$ cat config.mk
export PLATFORM = sky130hd
export DESIGN_NAME = select_segment
export DESIGN_NICKNAME = d
export VERILOG_FILES = /design/src/design/segment_pkg.sv /design/src/design/constraint_decode.sv /design/src/design/segment_weigher.sv /design/src/design/segment_lfsr.sv /design/src/design/segment_chooser.sv /design/src/design/select_segment.sv
export SDC_FILE = /design/constraint.sdc
export NUM_CORES = 1
export LEC_CHECK = 0
export BUFFER_PORTS_ARGS = -buffer_cell sky130_fd_sc_hd__buf_4
export CORE_ASPECT_RATIO = 1.4
export CORE_UTILIZATION = 34
export CTS_CLUSTER_SIZE = 20
export DETAILED_ROUTE_END_ITERATION = 10
export PLACE_DENSITY = 0.56
export SLEW_MARGIN = 20
export SYNTH_ARGS = -nofsm -noshare
export SYNTH_HDL_FRONTEND = slang
export SYNTH_SLANG_ARGS = --single-unit
$ cat constraint.sdc
create_clock -name clock -period 9.92 [get_ports clock]
set_input_delay 0.992 -clock clock [delete_from_list [all_inputs] [get_ports clock]]
set_output_delay 0.992 -clock clock [all_outputs]
set_load 0.05 [all_outputs]
$ cat src/design/segment_pkg.sv
package segment_pkg;

  ////////////////////////////////////////////////////////////////////
  // widths
  ////////////////////////////////////////////////////////////////////

  // bounds and segment ends
  parameter int data_width = 8;

  ////////////////////////////////////////////////////////////////////
  // segment kinds
  ////////////////////////////////////////////////////////////////////

  typedef enum logic [1:0] {
    // nothing legal
    seg_none    = 2'd0,
    // min value up to c_less_than-1
    seg_below   = 2'd1,
    // c_more_than+1 up to max value
    seg_above   = 2'd2,
    // interior interval, or full range when no constraint is on
    seg_between = 2'd3
  } seg_type_e;

  ////////////////////////////////////////////////////////////////////
  // segment and stage records
  ////////////////////////////////////////////////////////////////////

  typedef struct packed {
    seg_type_e                    kind;
    logic signed [data_width-1:0] from;
    logic signed [data_width-1:0] to;
    // number of values minus one, zero for seg_none
    logic        [data_width-1:0] weight;
  } segment_t;

  // stage 1 result
  typedef struct packed {
    segment_t seg_a;
    segment_t seg_b;
    // both segments real, pick needed
    logic     two_way;
  } candidates_t;

  // stage 2 result
  typedef struct packed {
    candidates_t           cand;
    // legal values over both candidates
    logic [data_width:0]   total;
  } weighed_t;

endpackage

$ cat src/design/constraint_decode.sv
module constraint_decode #(
  parameter int data_width = segment_pkg::data_width
) (
  input  logic                         clock,
  input  logic                         rst_n,
  input  logic                         enable,
  input  logic signed [data_width-1:0] c_less_than,
  input  logic signed [data_width-1:0] c_more_than,
  input  logic [1:0]                   flag,
  output segment_pkg::candidates_t     cand,
  output logic                         cand_valid
);

  // signed range limits
  localparam logic signed [data_width-1:0] min_val = {1'b1, {(data_width-1){1'b0}}};
  localparam logic signed [data_width-1:0] max_val = {1'b0, {(data_width-1){1'b1}}};

  // edge interval ends
  logic signed [data_width-1:0] lo_end;
  logic signed [data_width-1:0] hi_start;
  logic                         lo_empty;
  logic                         hi_empty;

  // building blocks for the candidate pair
  segment_pkg::segment_t        none_seg;
  segment_pkg::segment_t        full_seg;
  segment_pkg::segment_t        below_seg;
  segment_pkg::segment_t        above_seg;
  segment_pkg::segment_t        between_seg;
  segment_pkg::candidates_t     next_cand;

  ////////////////////////////////////////////////////////////////////
  // edge intervals
  ////////////////////////////////////////////////////////////////////

  // nothing below the minimum, nothing above the maximum
  assign lo_empty = (c_less_than == min_val);
  assign hi_empty = (c_more_than == max_val);
  assign lo_end   = c_less_than - 1'b1;
  assign hi_start = c_more_than + 1'b1;

  // weights left at zero, filled in by the weigher
  assign none_seg    = '{kind: segment_pkg::seg_none, from: '0, to: '0, weight: '0};
  assign full_seg    = '{kind: segment_pkg::seg_between, from: min_val, to: max_val,
                         weight: '0};
  assign below_seg   = '{kind: segment_pkg::seg_below, from: min_val, to: lo_end,
                         weight: '0};
  assign above_seg   = '{kind: segment_pkg::seg_above, from: hi_start, to: max_val,
                         weight: '0};
  assign between_seg = '{kind: segment_pkg::seg_between, from: hi_start, to: lo_end,
                         weight: '0};

  ////////////////////////////////////////////////////////////////////
  // candidate selection by flag
  ////////////////////////////////////////////////////////////////////

  always_comb begin
    next_cand.seg_a   = none_seg;
    next_cand.seg_b   = none_seg;
    next_cand.two_way = 1'b0;
    case (flag)
      // no constraint
      2'b00: next_cand.seg_a = full_seg;
      // value < c_less_than only
      2'b01: next_cand.seg_a = lo_empty ? none_seg : below_seg;
      // value > c_more_than only
      2'b10: next_cand.seg_a = hi_empty ? none_seg : above_seg;
      default: begin
        // room between bounds, guard against wrapped ends
        if (!lo_empty && !hi_empty && (hi_start <= lo_end)) begin
          next_cand.seg_a = between_seg;
        end else if (!lo_empty && !hi_empty) begin
          next_cand.seg_a   = below_seg;
          next_cand.seg_b   = above_seg;
          next_cand.two_way = 1'b1;
        end else if (!lo_empty) begin
          next_cand.seg_a = below_seg;
        end else if (!hi_empty) begin
          // lone survivor moves to seg_a
          next_cand.seg_a = above_seg;
        end
      end
    endcase
  end

  ////////////////////////////////////////////////////////////////////
  // stage 1 register
  ////////////////////////////////////////////////////////////////////

  always_ff @(posedge clock) begin
    if (!rst_n) begin
      cand_valid <= 1'b0;
    end else begin
      cand_valid <= enable;
    end
  end

  // payload only moves on an accepted request
  always_ff @(posedge clock) begin
    if (enable) begin
      cand <= next_cand;
    end
  end

endmodule

$ cat src/design/segment_weigher.sv
module segment_weigher #(
  parameter int data_width = segment_pkg::data_width
) (
  input  logic                     clock,
  input  logic                     rst_n,
  input  segment_pkg::candidates_t cand,
  input  logic                     cand_valid,
  output segment_pkg::weighed_t    weighed,
  output logic                     weighed_valid
);

  // value counts per candidate
  logic [data_width:0]      count_a;
  logic [data_width:0]      count_b;
  segment_pkg::weighed_t    next_weighed;

  // to minus from, wraps cleanly for the full range
  function automatic logic [data_width-1:0] seg_weight(input segment_pkg::segment_t seg);
    logic [data_width-1:0] diff;
    diff = seg.to - seg.from;
    if (seg.kind == segment_pkg::seg_none) begin
      diff = '0;
    end
    return diff;
  endfunction

  ////////////////////////////////////////////////////////////////////
  // weights and total
  ////////////////////////////////////////////////////////////////////

  always_comb begin
    next_weighed.cand              = cand;
    next_weighed.cand.seg_a.weight = seg_weight(cand.seg_a);
    next_weighed.cand.seg_b.weight = seg_weight(cand.seg_b);
    // count is weight plus one, none counts nothing
    count_a = (cand.seg_a.kind == segment_pkg::seg_none) ? '0 :
              {1'b0, next_weighed.cand.seg_a.weight} + 1'b1;
    count_b = (cand.seg_b.kind == segment_pkg::seg_none) ? '0 :
              {1'b0, next_weighed.cand.seg_b.weight} + 1'b1;
    next_weighed.total = count_a + count_b;
  end

  ////////////////////////////////////////////////////////////////////
  // stage 2 register
  ////////////////////////////////////////////////////////////////////

  always_ff @(posedge clock) begin
    if (!rst_n) begin
      weighed_valid <= 1'b0;
    end else begin
      weighed_valid <= cand_valid;
    end
  end

  always_ff @(posedge clock) begin
    if (cand_valid) begin
      weighed <= next_weighed;
    end
  end

endmodule

$ cat src/design/segment_lfsr.sv
module segment_lfsr (
  input  logic       clock,
  input  logic       rst_n,
  input  logic [7:0] seed,
  input  logic       step,
  output logic [7:0] rand_byte
);

  // galois taps, shift right form
  localparam logic [7:0] feedback_mask = 8'hB8;

  logic [7:0] state;
  logic [7:0] next_state;

  ////////////////////////////////////////////////////////////////////
  // one galois step
  ////////////////////////////////////////////////////////////////////

  always_comb begin
    next_state = {1'b0, state[7:1]};
    // bit shifted out decides the feedback
    if (state[0]) begin
      next_state = next_state ^ feedback_mask;
    end
  end

  // seed held through reset, zero would lock up
  always_ff @(posedge clock) begin
    if (!rst_n) begin
      state <= (seed == 8'h00) ? 8'h01 : seed;
    end else if (step) begin
      state <= next_state;
    end
  end

  assign rand_byte = state;

endmodule

$ cat src/design/segment_chooser.sv
module segment_chooser (
  input  logic                  clock,
  input  logic                  rst_n,
  input  segment_pkg::weighed_t weighed,
  input  logic                  weighed_valid,
  input  logic [7:0]            rand_byte,
  output segment_pkg::segment_t chosen,
  output logic                  chosen_valid
);

  localparam int dw = segment_pkg::data_width;

  // random byte times total count
  logic [2*dw-1:0]       product;
  // random byte scaled into 0 .. total-1
  logic [dw-1:0]         scaled;
  logic                  pick_b;
  segment_pkg::segment_t next_chosen;

  ////////////////////////////////////////////////////////////////////
  // proportional pick
  ////////////////////////////////////////////////////////////////////

  // at most 255 * 256, fits in two bytes
  assign product = rand_byte * weighed.total;
  assign scaled  = product[2*dw-1:dw];

  // seg_a owns scaled values 0 .. weight_a
  assign pick_b = weighed.cand.two_way && (scaled > weighed.cand.seg_a.weight);

  always_comb begin
    if (pick_b) begin
      next_chosen = weighed.cand.seg_b;
    end else begin
      next_chosen = weighed.cand.seg_a;
    end
  end

  ////////////////////////////////////////////////////////////////////
  // stage 3 register
  ////////////////////////////////////////////////////////////////////

  always_ff @(posedge clock) begin
    if (!rst_n) begin
      chosen_valid <= 1'b0;
    end else begin
      chosen_valid <= weighed_valid;
    end
  end

  // chosen holds until the next result
  always_ff @(posedge clock) begin
    if (weighed_valid) begin
      chosen <= next_chosen;
    end
  end

endmodule

$ cat src/design/select_segment.sv
module select_segment #(
  parameter int data_width = segment_pkg::data_width
) (
  input  logic                         clock,
  input  logic                         rst_n,
  // one request per high cycle
  input  logic                         enable,
  input  logic [7:0]                   seed,
  input  logic signed [data_width-1:0] c_less_than,
  input  logic signed [data_width-1:0] c_more_than,
  // bit 0 less-than, bit 1 more-than
  input  logic [1:0]                   flag,
  output logic                         chosen_valid,
  output segment_pkg::segment_t        chosen
);

  ////////////////////////////////////////////////////////////////////
  // stage links
  ////////////////////////////////////////////////////////////////////

  segment_pkg::candidates_t cand;
  logic                     cand_valid;
  segment_pkg::weighed_t    weighed;
  logic                     weighed_valid;
  logic [7:0]               rand_byte;

  // stage 1, bounds to candidates
  constraint_decode #(
    .data_width (data_width)
  ) u_decode (
    .clock       (clock),
    .rst_n       (rst_n),
    .enable      (enable),
    .c_less_than (c_less_than),
    .c_more_than (c_more_than),
    .flag        (flag),
    .cand        (cand),
    .cand_valid  (cand_valid)
  );

  // stage 2, weights and total
  segment_weigher #(
    .data_width (data_width)
  ) u_weigher (
    .clock         (clock),
    .rst_n         (rst_n),
    .cand          (cand),
    .cand_valid    (cand_valid),
    .weighed       (weighed),
    .weighed_valid (weighed_valid)
  );

  // one lfsr step per request, in request order
  segment_lfsr u_lfsr (
    .clock     (clock),
    .rst_n     (rst_n),
    .seed      (seed),
    .step      (cand_valid),
    .rand_byte (rand_byte)
  );

  // stage 3, weighted pick
  segment_chooser u_chooser (
    .clock         (clock),
    .rst_n         (rst_n),
    .weighed       (weighed),
    .weighed_valid (weighed_valid),
    .rand_byte     (rand_byte),
    .chosen        (chosen),
    .chosen_valid  (chosen_valid)
  );

endmodule

# Word level (Yosys, flattened, before mapping)
# Index checks and enable logic that the tools add are counted.
# Widths: inputs -> output; s select.
# word_totals
regBits,136
in_bits,29
out_inout_bits,27
wordCells,69
# classes
add_sub_neg,7
multipliers,1
magnitude_cmp,2
eq_ne,5
muxes,16
bitwise,2
reduce_logical,11
# op_table
op,count
$mux 26,5
$pmux 26 s3,1
$mux 8,6
$mux 27,1
$mux 25,1
$add 8x1->9 const B,2
$mux 9,2
$eq 8x8->1 const B,2
$mul 8x9->16,1
$sub 8x8->8,2
$add 9x9->9,1
$add 8x1->8 const B,1
$gt 8x8->1,1
$le 8x8->1,1
$logic_not 8->1,1
$sub 8x1->8 const B,1
$logic_not 2->1,3
$reduce_or 5->1,1
$not 3->4,1
$reduce_or 4->1,1
$logic_and 1x1->1,3
$eq 2x1->1 const B,1
$eq 2x2->1 const B,1
$logic_not 1->1,2
2 further kinds,2

# Longest topological paths before layout
# Gate-level depths: netlist (run 1).
# depth
ltp_word,6
depth_mapped,26
mapped_depth_nobuf,23

# Hierarchy
# A second synthesis (run 1) with hierarchy kept.
# unflattened
hier_cells,814
hier_area_um2,9140.0
# by_module_without_submodules
mod,instances,cells_per_inst,area_each_um2,seq_area_each_um2
segment_chooser,1,338,3532.1,800.8
segment_weigher,1,264,3335.7,1881.8
constraint_decode,1,185,1893.1,830.8
segment_lfsr,1,27,379.1,240.2

# Worst setup path after synthesis (run 1)
# No wires, ideal clock.
# synth_timing
kind,register to register
from,"reg u_lfsr.state[7], in the netlist u_lfsr.rand_byte[7]"
to,"reg, netlist name u_chooser.chosen[16]"
setup_ps,260
arrival_ps,5626
required_time_ps,9660
slack_ps,4034
stages_incl_launch_ff,25
path_buffers,3
synth_period_minus_slack_ps,5886
path_cell_list,edfxtp_1 clkbuf_1 and2_1 fa_1 fa_1 fa_1 inv_1 fa_1 inv_1 ha_1 a21o_1 a21o_1 a41oi_4 o21bai_1 a211oi_1 a21oi_1 ha_1 a21o_1 a21o_1 a21oi_1 o21ai_1 o211a_1 buf_2 buf_2 mux2_2
# synth_rtl
element,line,source
"start, declared",segment_lfsr.sv:12,logic [7:0] state;
"start signal, assigned",segment_lfsr.sv:30,state <= (seed == 8'h00) ? 8'h01 : seed;
"start signal, assigned",segment_lfsr.sv:32,state <= next_state;

==> impl_metrics.json, run 1 <==
{
  "fin_util": 0.4049,
  "rsz0062_at_grt": "false",
  "ant_nets": 0,
  "power_frac_seq": 0.195,
  "setup_viol": 0,
  "min_period_ns": 6.473,
  "async_flop_share": 0,
  "synthCells": 748,
  "crit_path_max_fanout": 26,
  "netSwitchingFraction": 0.4175,
  "gp_congestion": 0.8654,
  "numPortBuffers": 55,
  "initial_core_util": 0.3470,
  "worst_slew_margin_rel": 0.3669,
  "r2r-start": "u_lfsr.rand_byte[4]",
  "critPathBufInv": 2,
  "drc": 0,
  "path_cells": "and2_1, fa_1, fa_1, fa_1, inv_1, fa_1, inv_1, ha_1, a21o_1, a21o_1, a41oi_4, nand2_2, or4_1, nand4_1, ha_1, nand4_1, o21ai_1, o211a_1, mux2_2",
  "die_width_um": 134.2,
  "drive_gt1_frac": 0.1679,
  "drt_wl_total_um": 17080,
  "clock_sinks": 116,
  "tightest_slew_ns": 0.9497,
  "p_int_uw": 2173,
  "synth_seq_cells": 116,
  "first_global_vias": 5515,
  "crit_path_end_kind": "flip-flop",
  "yosysTopAreaCellShare": 0.4079,
  "ir_drop_mv": 0.3252,
  "cts_tree": "built",
  "numCtsBuffers": 17,
  "antenna_found_initial": 0,
  "via_per_inst": 4.723,
  "dp.cells": 1100,
  "synth.avg_cell_area_um2": 11.12,
  "power_density_mw_per_mm2": 384.2,
  "std_cell_rows": 67,
  "fin_skew_ns": 0.009341,
  "crit_required_ns": 10.07,
  "tns_ns": 0,
  "grt_overflow": 0,
  "yosysWarnings": 0,
  "vias": 5346,
  "crit_top_cell": "fa_1",
  "synth-edff-count": 113,
  "ff2ff_path_depth": 19,
  "fin_nets": 960,
  "first_pass_iters": 4,
  "ys_top_cells_by_area": "edfxtp_1 41%, ha_1 12%, fa_1 10%",
  "antenna_cells": 0,
  "fillers": 2375,
  "clockRootBuffer": "clkbuf_16",
  "rr_endpoint": "u_chooser.chosen[1]",
  "post-cts-setup-buffers": 0,
  "max_stage_delay_ns": 0.79,
  "grt_pass1_wl_um": 27280,
  "hold_depth": 0,
  "hold_class": "flip-flop to flip-flop",
  "wl_per_cell_um": 15.09,
  "h-tree-depth": 4,
  "track_usage": 0.1429,
  "critPathArrivalTime_ns": 6.63,
  "holdCritStartpoint": "u_decode.cand[45]",
  "cts_hold_buf": 0,
  "core_area_mm2": 0.02398,
  "min_to": "u_weigher.weighed[54]",
  "hold_viol": 0,
  "top_level_ports": 56,
  "syn_area_mm2": 0.008319,
  "post_cts_resized": 0,
  "cts_buffer_depth": 2,
  "synth_flop_cell": "edfxtp_1",
  "p_leak_uw": 0.004116,
  "syn_nets": 899,
  "crit_slowest_cell": "o211a_1",
  "yosysTopAreaCell": "edfxtp_1",
  "dr.first_iter.drc_count": 200,
  "dieArea_mm2": 0.02511,
  "r2r_setup_slack_ns": 3.45,
  "fmax_ghz": 0.1545,
  "die_height_um": 187.1,
  "ys_seq_area_frac": 0.4151,
  "p_comb_frac": 0.632,
  "clkPwrFrac": 0.173,
  "clkLatencyLatePin_ns": 0.41,
  "syn_to_final_growth_pct": 16.69,
  "period_share": 0.6525,
  "path_class": "flip-flop to flip-flop",
  "p_sw_uw": 1557,
  "start_kind": "flip-flop",
  "fin_cells": 1132,
  "maxSlewViolCount": 0,
  "grt_max_degree": 40,
  "status": "finished, final reports clean",
  "cp_top_family": "adder cells",
  "clkTransAtPathRegs_ns": 0.06,
  "synth_cell_types": 65,
  "max-cap-violations": 0,
  "hpwl_um": 13760
}
-- worst max path at each step --
stage / start / to / cells past startpoint
after floorplan: u_lfsr.rand_byte[7] / u_chooser.chosen[16] / 24
after global placement: u_lfsr.rand_byte[4] / u_chooser.chosen[16] / 19
after detailed placement: u_lfsr.rand_byte[4] / u_chooser.chosen[16] / 19
after CTS: u_lfsr.rand_byte[4] / u_chooser.chosen[16] / 19
after global routing: u_lfsr.rand_byte[4] / u_chooser.chosen[1] / 22
final: u_lfsr.rand_byte[4] / u_chooser.chosen[1] / 19
-- sequential cells by signal, summed over array words and instances (netlist names) --
name                     cells
u_weigher.weighed_valid      1
u_decode.cand               27
u_decode.cand_valid          1
u_chooser.chosen            26
u_lfsr.rand_byte             8
u_chooser.chosen_valid       1
u_weigher.weighed           52
-- cells in the final DEF (no fill, tap or decap), types with 3 or more instances in the layout --
master      instances
nand4_1             6
xor2_1             17
o211ai_1            4
fa_1               42
a21oi_1            23
ha_1               80
clkbuf_16          17
o21a_1              5
nand3_1            17
a31oi_1             4
clkinv_4            4
and2_1             58
bufinv_16           4
edfxtp_1          113
nand2b_1           10
mux2_2             20
a21o_1              9
or2_2              10
nor3b_1             4
and2_2              6
inv_1              98
nor2_1             41
clkinvlp_4          3
nand2_1            33
xnor2_1            32
nor3_1             10
o21ai_0            22
nor2b_1            16
buf_4              57
-- routing by layer --
metal,wire length (µm),global-route usage,vias up
met2,10070,0.2921,60
met3,231,0.01707,23
met1,6394,0.1406,2571
li1,-,-,2692
met4,380,0.05704,0
met5,0,0,-
-- cells by family (layout without fill, tap and decap cells) --
logic type	Yosys count	after routing	synth area share
and+or+nand+nor	232	232	0.1540
xor gates and xnor gates	49	49	0.05159
adders and majority gates	122	122	0.2214
AOI/OAI and AO/OA	93	93	0.07550
buffers and inverters	113	187	0.05129
DFF	116	116	0.4151
muxes	23	23	0.03113
-- synth_stat cells (9+ instances only) --
cell and number:
nor3_1 10, nor2b_1 16, ha_1 80, o21ai_0 22
xor2_1 17, and2_1 58, inv_1 98, xnor2_1 32
mux2_2 20, edfxtp_1 113, fa_1 42, nand3_1 17
nor2_1 41, clkbuf_1 13, or2_2 10, nand2_1 33
a21o_1 9, a21oi_1 23, nand2b_1 10
-- area by class of cell --
class / count / area, µm² / share of cell area
multi-input combinational: 519 / 4439 / 0.4573
sequential: 116 / 3455 / 0.3558
timing repair buffer: 57 / 427.9 / 0.04408
clock buffer: 17 / 425.4 / 0.04382
tap: 310 / 387.9 / 0.03995
inverter: 98 / 367.9 / 0.03789
clock inverter: 15 / 205.2 / 0.02114
-- worst register-to-register path: stages, from the launching register on --
cell	delay, ns
edfxtp_1	0.53
and2_1	0.24
fa_1	0.56
fa_1	0.45
fa_1	0.54
inv_1	0.05
fa_1	0.52
inv_1	0.04
ha_1	0.35
a21o_1	0.18
a21o_1	0.19
a41oi_4	0.24
nand2_2	0.11
or4_1	0.48
nand4_1	0.09
ha_1	0.15
nand4_1	0.12
o21ai_1	0.15
o211a_1	0.79
mux2_2	0.42
-- through the flow --
step	setup slack [ns]	power (µW)	hold WS, ns	cell area, µm²
2_1_floorplan	4.034	2643	0.4264	8319
3_3_place_gp	3.475	3111	0.4300	9077
3_5_place_dp	3.386	3139	0.4331	9077
4_1_cts	3.372	3803	0.4465	9708
5_1_grt	3.124	4093	0.4610	9708
6_report	3.447	3729	0.4444	9708
-- power by group through the flow --
stage          Clock [µW]  Combinational [µW]  Sequential (µW)
4_1_cts               659                2410              730
5_1_grt               680                2680              737
2_1_floorplan           0                1860              778
3_3_place_gp            0                2370              738
3_5_place_dp            0                2400              740
6_report              646                2360              727
Power figures use the tool's default switching activity.
==> inputs of run 2 (changes only) <==
PLACE_DENSITY = 0.58   (was 0.56)
clock period = 5.7 ns   (was 9.92 ns; I/O delays follow)
==> run 2 against run 1 <==
The run now ends with setup timing left. Worst setup slack got worse by 3.5 ns. Routed wire length increased by 4.3%. First-iteration DRC count decreased by 2.5%. Die area unchanged. Flip-flop and latch count unchanged. Non-clock buffer count increased by 56. Fmax increased by 12%. Global-route usage increased by 0.90 points. Hold slack improved by 0.0017 ns. Design area increased by 7.7%.
==> impl_metrics.json, run 2 (same netlist as run 1, synthesis figures left out) <==
{
  "layout_commonest_cell": "edfxtp_1",
  "cts_hold_buf": 0,
  "crit_path_max_fanout": 6,
  "max-cap-violations": 0,
  "dieArea_mm2": 0.02511,
  "holdCritStartpoint": "u_decode.cand[23]",
  "die_height_um": 187.1,
  "critPathBufInv": 6,
  "fin_nets": 1016,
  "initial_core_util": 0.3470,
  "hpwl_um": 14100,
  "fin_cells": 1188,
  "layout_common_cells": "113 x edfxtp_1, 100 x buf_4, 93 x inv_1",
  "tightest_slew_ns": 0.8483,
  "rsz0062_at_grt": "true",
  "antenna_found_initial": 0,
  "cts_buffer_depth": 2,
  "period_share": 1.014,
  "die_width_um": 134.2,
  "antenna_cells": 0,
  "fillers": 2308,
  "clkLatencyLatePin_ns": 0.41,
  "min_period_ns": 5.778,
  "ff_latch_area_mm2": 0.003455,
  "std_cell_rows": 67,
  "path_class": "flip-flop to flip-flop",
  "hold_viol": 0,
  "critPathLaunch": "u_weigher.weighed[3]",
  "grt_pass1_wl_um": 29060,
  "numCtsBuffers": 17,
  "track_usage": 0.1519,
  "numPortBuffers": 55,
  "clkTransAtPathRegs_ns": 0.06,
  "hold_class": "flip-flop to flip-flop",
  "violations": "setup timing",
  "crit_slowest_cell": "fa_1",
  "cts_tree": "built",
  "multi_input_area_mm2": 0.004678,
  "r2r-start": "u_weigher.weighed[3]",
  "fmax_ghz": 0.1731,
  "largestRegisters": "u_weigher.weighed (52), u_decode.cand (27), u_chooser.chosen (26)",
  "setup_viol": 22,
  "path_cells": "and2_4, fa_2, fa_1, inv_1, fa_1, fa_1, inv_2, ha_4, a21o_1, a21oi_4, o21ai_4, a41oi_4, buf_6, nand2_4, or4_4, nand4_1, ha_1, nand4_1, buf_4, o211a_4, buf_12, buf_12, mux2_2",
  "grt_overflow": 0,
  "fin_util": 0.4359,
  "top_level_ports": 56,
  "largest_register_ffs": 52,
  "status": "finished, violations left",
  "grt_max_degree": 31,
  "dp.cells": 1134,
  "first_global_vias": 5957,
  "drc": 0,
  "tns_ns": -1.049,
  "drt_wl_total_um": 17810,
  "vias": 5635,
  "dr.first_iter.drc_count": 195,
  "crit_required_ns": 5.86,
  "gp_congestion": 0.8764,
  "start_kind": "flip-flop",
  "syn_to_final_growth_pct": 25.63,
  "pre_cts_slack_ns": -0.2183,
  "crit_path_end_kind": "flip-flop",
  "setup_ws_ns": -0.07790,
  "fin_skew_ns": 0.01181,
  "crit_top_cell": "fa_1",
  "via_per_inst": 4.743,
  "maxSlewViolCount": 0,
  "clock_sinks": 116,
  "largest-register": "u_weigher.weighed",
  "cp_top_family": "adder cells",
  "worst_slew_margin_rel": 0.4345,
  "h-tree-depth": 4,
  "wl_per_cell_um": 14.99,
  "max_stage_delay_ns": 0.50,
  "critPathArrivalTime_ns": 5.94,
  "core_area_mm2": 0.02398,
  "ant_nets": 0,
  "clockRootBuffer": "clkbuf_16",
  "drive_gt1_frac": 0.2654,
  "first_pass_iters": 5
}
==> run 2: cell count changes in the layout (fill, tap and decap cells not counted), sizes merged <==
| cell | delta |
|---|---|
| buf | +56 |
| clkinv | -5 |
| bufinv | -1 |
| clkinvlp | -1 |
| inv | +7 |
==> run 2: final timing paths <==
| check | endpoint | slack, ns | depth (start not counted) |
|---|---|---|---|
| hold / removal | u_weigher.weighed[32] | 0.45 | 0 |
| setup reg to reg | u_chooser.chosen[22] | -0.08 | 23 |
| setup / recovery | u_chooser.chosen[22] | -0.08 | 23 |
| hold reg to reg | u_weigher.weighed[32] | 0.45 | 0 |
==> run 2: timing repair <==
item	in CTS	in global routing
pin swaps	55	4
gates resized for setup	66	10
buffers inserted	19	5
cloned	1	0
endpoints found under the setup margin	24	26
==> run 2: layout make-up <==
| class | instances | area share |
|---|---|---|
| Clock buffer | 17 | 0.04070 |
| Clock inverter | 15 | 0.01856 |
| Inverter | 98 | 0.03520 |
| Multi-Input combinational cell | 519 | 0.4476 |
| Sequential cell | 116 | 0.3305 |
| Tap cell | 310 | 0.03711 |
| Timing Repair Buffer | 113 | 0.09027 |
==> run 2: through the flow <==
stage | hold slack, ns | cell area [µm²]
2_1_floorplan | 0.4264 | 8349
3_3_place_gp | 0.4322 | 9360
3_5_place_dp | 0.4367 | 9360
4_1_cts | 0.4469 | 10420
5_1_grt | 0.4523 | 10450
6_report | 0.4461 | 10450
==> run 2: layer usage <==
layer | share of wire | up-vias | track usage
met1 | 0.36 | 2711 | 0.1472
li1 | - | 2807 | -
met4 | 0.034 | 0 | 0.07390
met5 | 0 | - | 0
met3 | 0.015 | 30 | 0.02385
met2 | 0.59 | 87 | 0.3027
Power of run 2 is left out: the tool's default activity adds up to more than one toggle a clock period on the data nets, which glitch-free logic cannot reach.
==> inputs of run 3 (changes only) <==
RECOVER_POWER = 25   (was unset)
==> run 3 against run 2 <==
The run ends with capacitance limit, slew limit, setup timing left. Highest routed layer unchanged. Critical path depth unchanged. Sequential share of layout area about the same. Register-to-register slack about the same. Die area unchanged. Cell count unchanged. Non-clock buffer count unchanged. Global-route usage unchanged. Flip-flop and latch count unchanged. Clock-buffer cell count unchanged. Via count down 0.11%.
==> impl_metrics.json, run 3 (same netlist as run 1, synthesis figures left out) <==
{
  "first_pass_iters": 4,
  "clkTransAtPathRegs_ns": 0.06,
  "drt_wl_total_um": 17870,
  "layout_commonest_cell": "edfxtp_1",
  "rr_endpoint": "u_chooser.chosen[22]",
  "syn_to_final_growth_pct": 25.54,
  "grt_max_degree": 31,
  "top_level_ports": 56,
  "path_class": "flip-flop to flip-flop",
  "hold_class": "flip-flop to flip-flop",
  "hold_depth": 0,
  "ff2ff_path_depth": 23,
  "numPortBuffers": 55,
  "fin_util": 0.4356,
  "setup_viol": 21,
  "die_height_um": 187.1,
  "worst_slew_margin_rel": -0.1363,
  "cp_top_family": "adder cells",
  "tightest_slew_ns": 1.704,
  "fmax_ghz": 0.1731,
  "r2r_setup_slack_ns": -0.08,
  "antenna_cells": 0,
  "min_period_ns": 5.777,
  "status": "finished, violations left",
  "violations": "capacitance limit, slew limit, setup timing",
  "fin_nets": 1016,
  "setup_ws_ns": -0.07734,
  "numCtsBuffers": 17,
  "cts_tree": "built",
  "rsz0062_at_grt": "true",
  "hpwl_um": 14100,
  "gp_congestion": 0.8764,
  "period_share": 1.014,
  "std_cell_rows": 67,
  "hold_viol": 0,
  "initial_core_util": 0.3470,
  "clockRootBuffer": "clkbuf_16",
  "first_global_vias": 5957,
  "critPathLaunch": "u_weigher.weighed[3]",
  "start_kind": "flip-flop",
  "die_width_um": 134.2,
  "cts_buffer_depth": 2,
  "antenna_found_initial": 0,
  "clock_sinks": 116,
  "vias": 5629,
  "min_to": "u_weigher.weighed[32]",
  "fin_skew_ns": 0.01216,
  "ant_nets": 0,
  "h-tree-depth": 4,
  "largest_register_ffs": 52,
  "drc": 0,
  "crit_path_end_kind": "flip-flop",
  "layout_common_cells": "113 x edfxtp_1, 98 x buf_4, 93 x inv_1",
  "wl_per_cell_um": 15.05,
  "core_area_mm2": 0.02398,
  "critPathBufInv": 6,
  "drive_gt1_frac": 0.2631,
  "crit_path_max_fanout": 6,
  "max-cap-violations": 1,
  "crit_top_cell": "fa_1",
  "r2r-start": "u_weigher.weighed[3]",
  "path_cells": "and2_4, fa_2, fa_1, inv_1, fa_1, fa_1, inv_2, ha_4, a21o_1, a21oi_4, o21ai_4, a41oi_4, buf_6, nand2_4, or4_4, nand4_1, ha_1, nand4_1, buf_4, o211a_4, buf_12, buf_12, mux2_2",
  "fillers": 2310,
  "grt_overflow": 0,
  "largestRegisters": "u_weigher.weighed (52), u_decode.cand (27), u_chooser.chosen (26)",
  "crit_slowest_cell": "fa_1",
  "largest-register": "u_weigher.weighed",
  "clkLatencyLatePin_ns": 0.41,
  "track_usage": 0.1519,
  "grt_pass1_wl_um": 29060,
  "dieArea_mm2": 0.02511,
  "max_stage_delay_ns": 0.50,
  "dr.first_iter.drc_count": 221,
  "holdCritStartpoint": "u_decode.cand[23]",
  "cts_hold_buf": 0,
  "critPathArrivalTime_ns": 5.94,
  "crit_required_ns": 5.86,
  "via_per_inst": 4.738,
  "maxSlewViolCount": 28
}
[run 3: worst max-delay path by stage]
stage	endpoint	depth (start not counted)
4_1_cts	u_chooser.chosen[6]	25
5_1_grt	u_chooser.chosen[19]	23
6_report	u_chooser.chosen[22]	23
3_3_place_gp	u_chooser.chosen[1]	24
3_5_place_dp	u_chooser.chosen[6]	22
2_1_floorplan	u_chooser.chosen[16]	24
[run 3: worst register-to-register path: stages, from the launching register on]
cell      delay [ns]
edfxtp_1        0.48
and2_4          0.21
fa_2            0.38
fa_1            0.50
inv_1           0.06
fa_1            0.48
fa_1            0.50
inv_2           0.04
ha_4            0.22
a21o_1          0.20
a21oi_4         0.14
o21ai_4         0.09
a41oi_4         0.21
buf_6           0.13
nand2_4         0.05
or4_4           0.48
nand4_1         0.09
ha_1            0.16
nand4_1         0.13
buf_4           0.17
o211a_4         0.26
buf_12          0.14
buf_12          0.12
mux2_2          0.27
[run 3: metrics by stage]
stage / hold WS (ns) / instance area (µm²) / TNS, ns / std cells / worst slack [ns]
after floorplan: 0.4264 / 8349 / -0.3112 / 748 / -0.01898
after global placement: 0.4322 / 9360 / -1.370 / 1134 / -0.08568
after detailed placement: 0.4367 / 9360 / -4.280 / 1134 / -0.2183
after CTS: 0.4469 / 10420 / -0.9650 / 1186 / -0.07090
after global routing: 0.4523 / 10440 / -5.908 / 1188 / -0.2736
final: 0.4458 / 10440 / -1.030 / 1188 / -0.07734
[run 3: layout make-up]
cell class,count,area [µm²],share of cell area
clock buffers,17,425.4,0.04073
inverters,98,367.9,0.03522
repair buffers,113,935.9,0.08961
multi-input cells,519,4678,0.4479
well taps,310,387.9,0.03714
clock inverters,15,193.9,0.01857
flip-flops and latches,116,3455,0.3308
[run 3: what timing repair did]
action | in CTS | in global routing
pin swaps | 55 | 4
gates cloned | 1 | 0
endpoints found under the setup margin | 24 | 26
resized for setup | 66 | 10
buffers inserted | 19 | 5
[run 3: layer usage]
layer	track usage	share of wire	vias to the layer above
li1	-	-	2807
met1	0.1472	0.36	2720
met2	0.3027	0.59	74
met3	0.02385	0.018	28
met4	0.07390	0.032	0
met5	0	0	-
Power of run 3 is left out for the same reason.
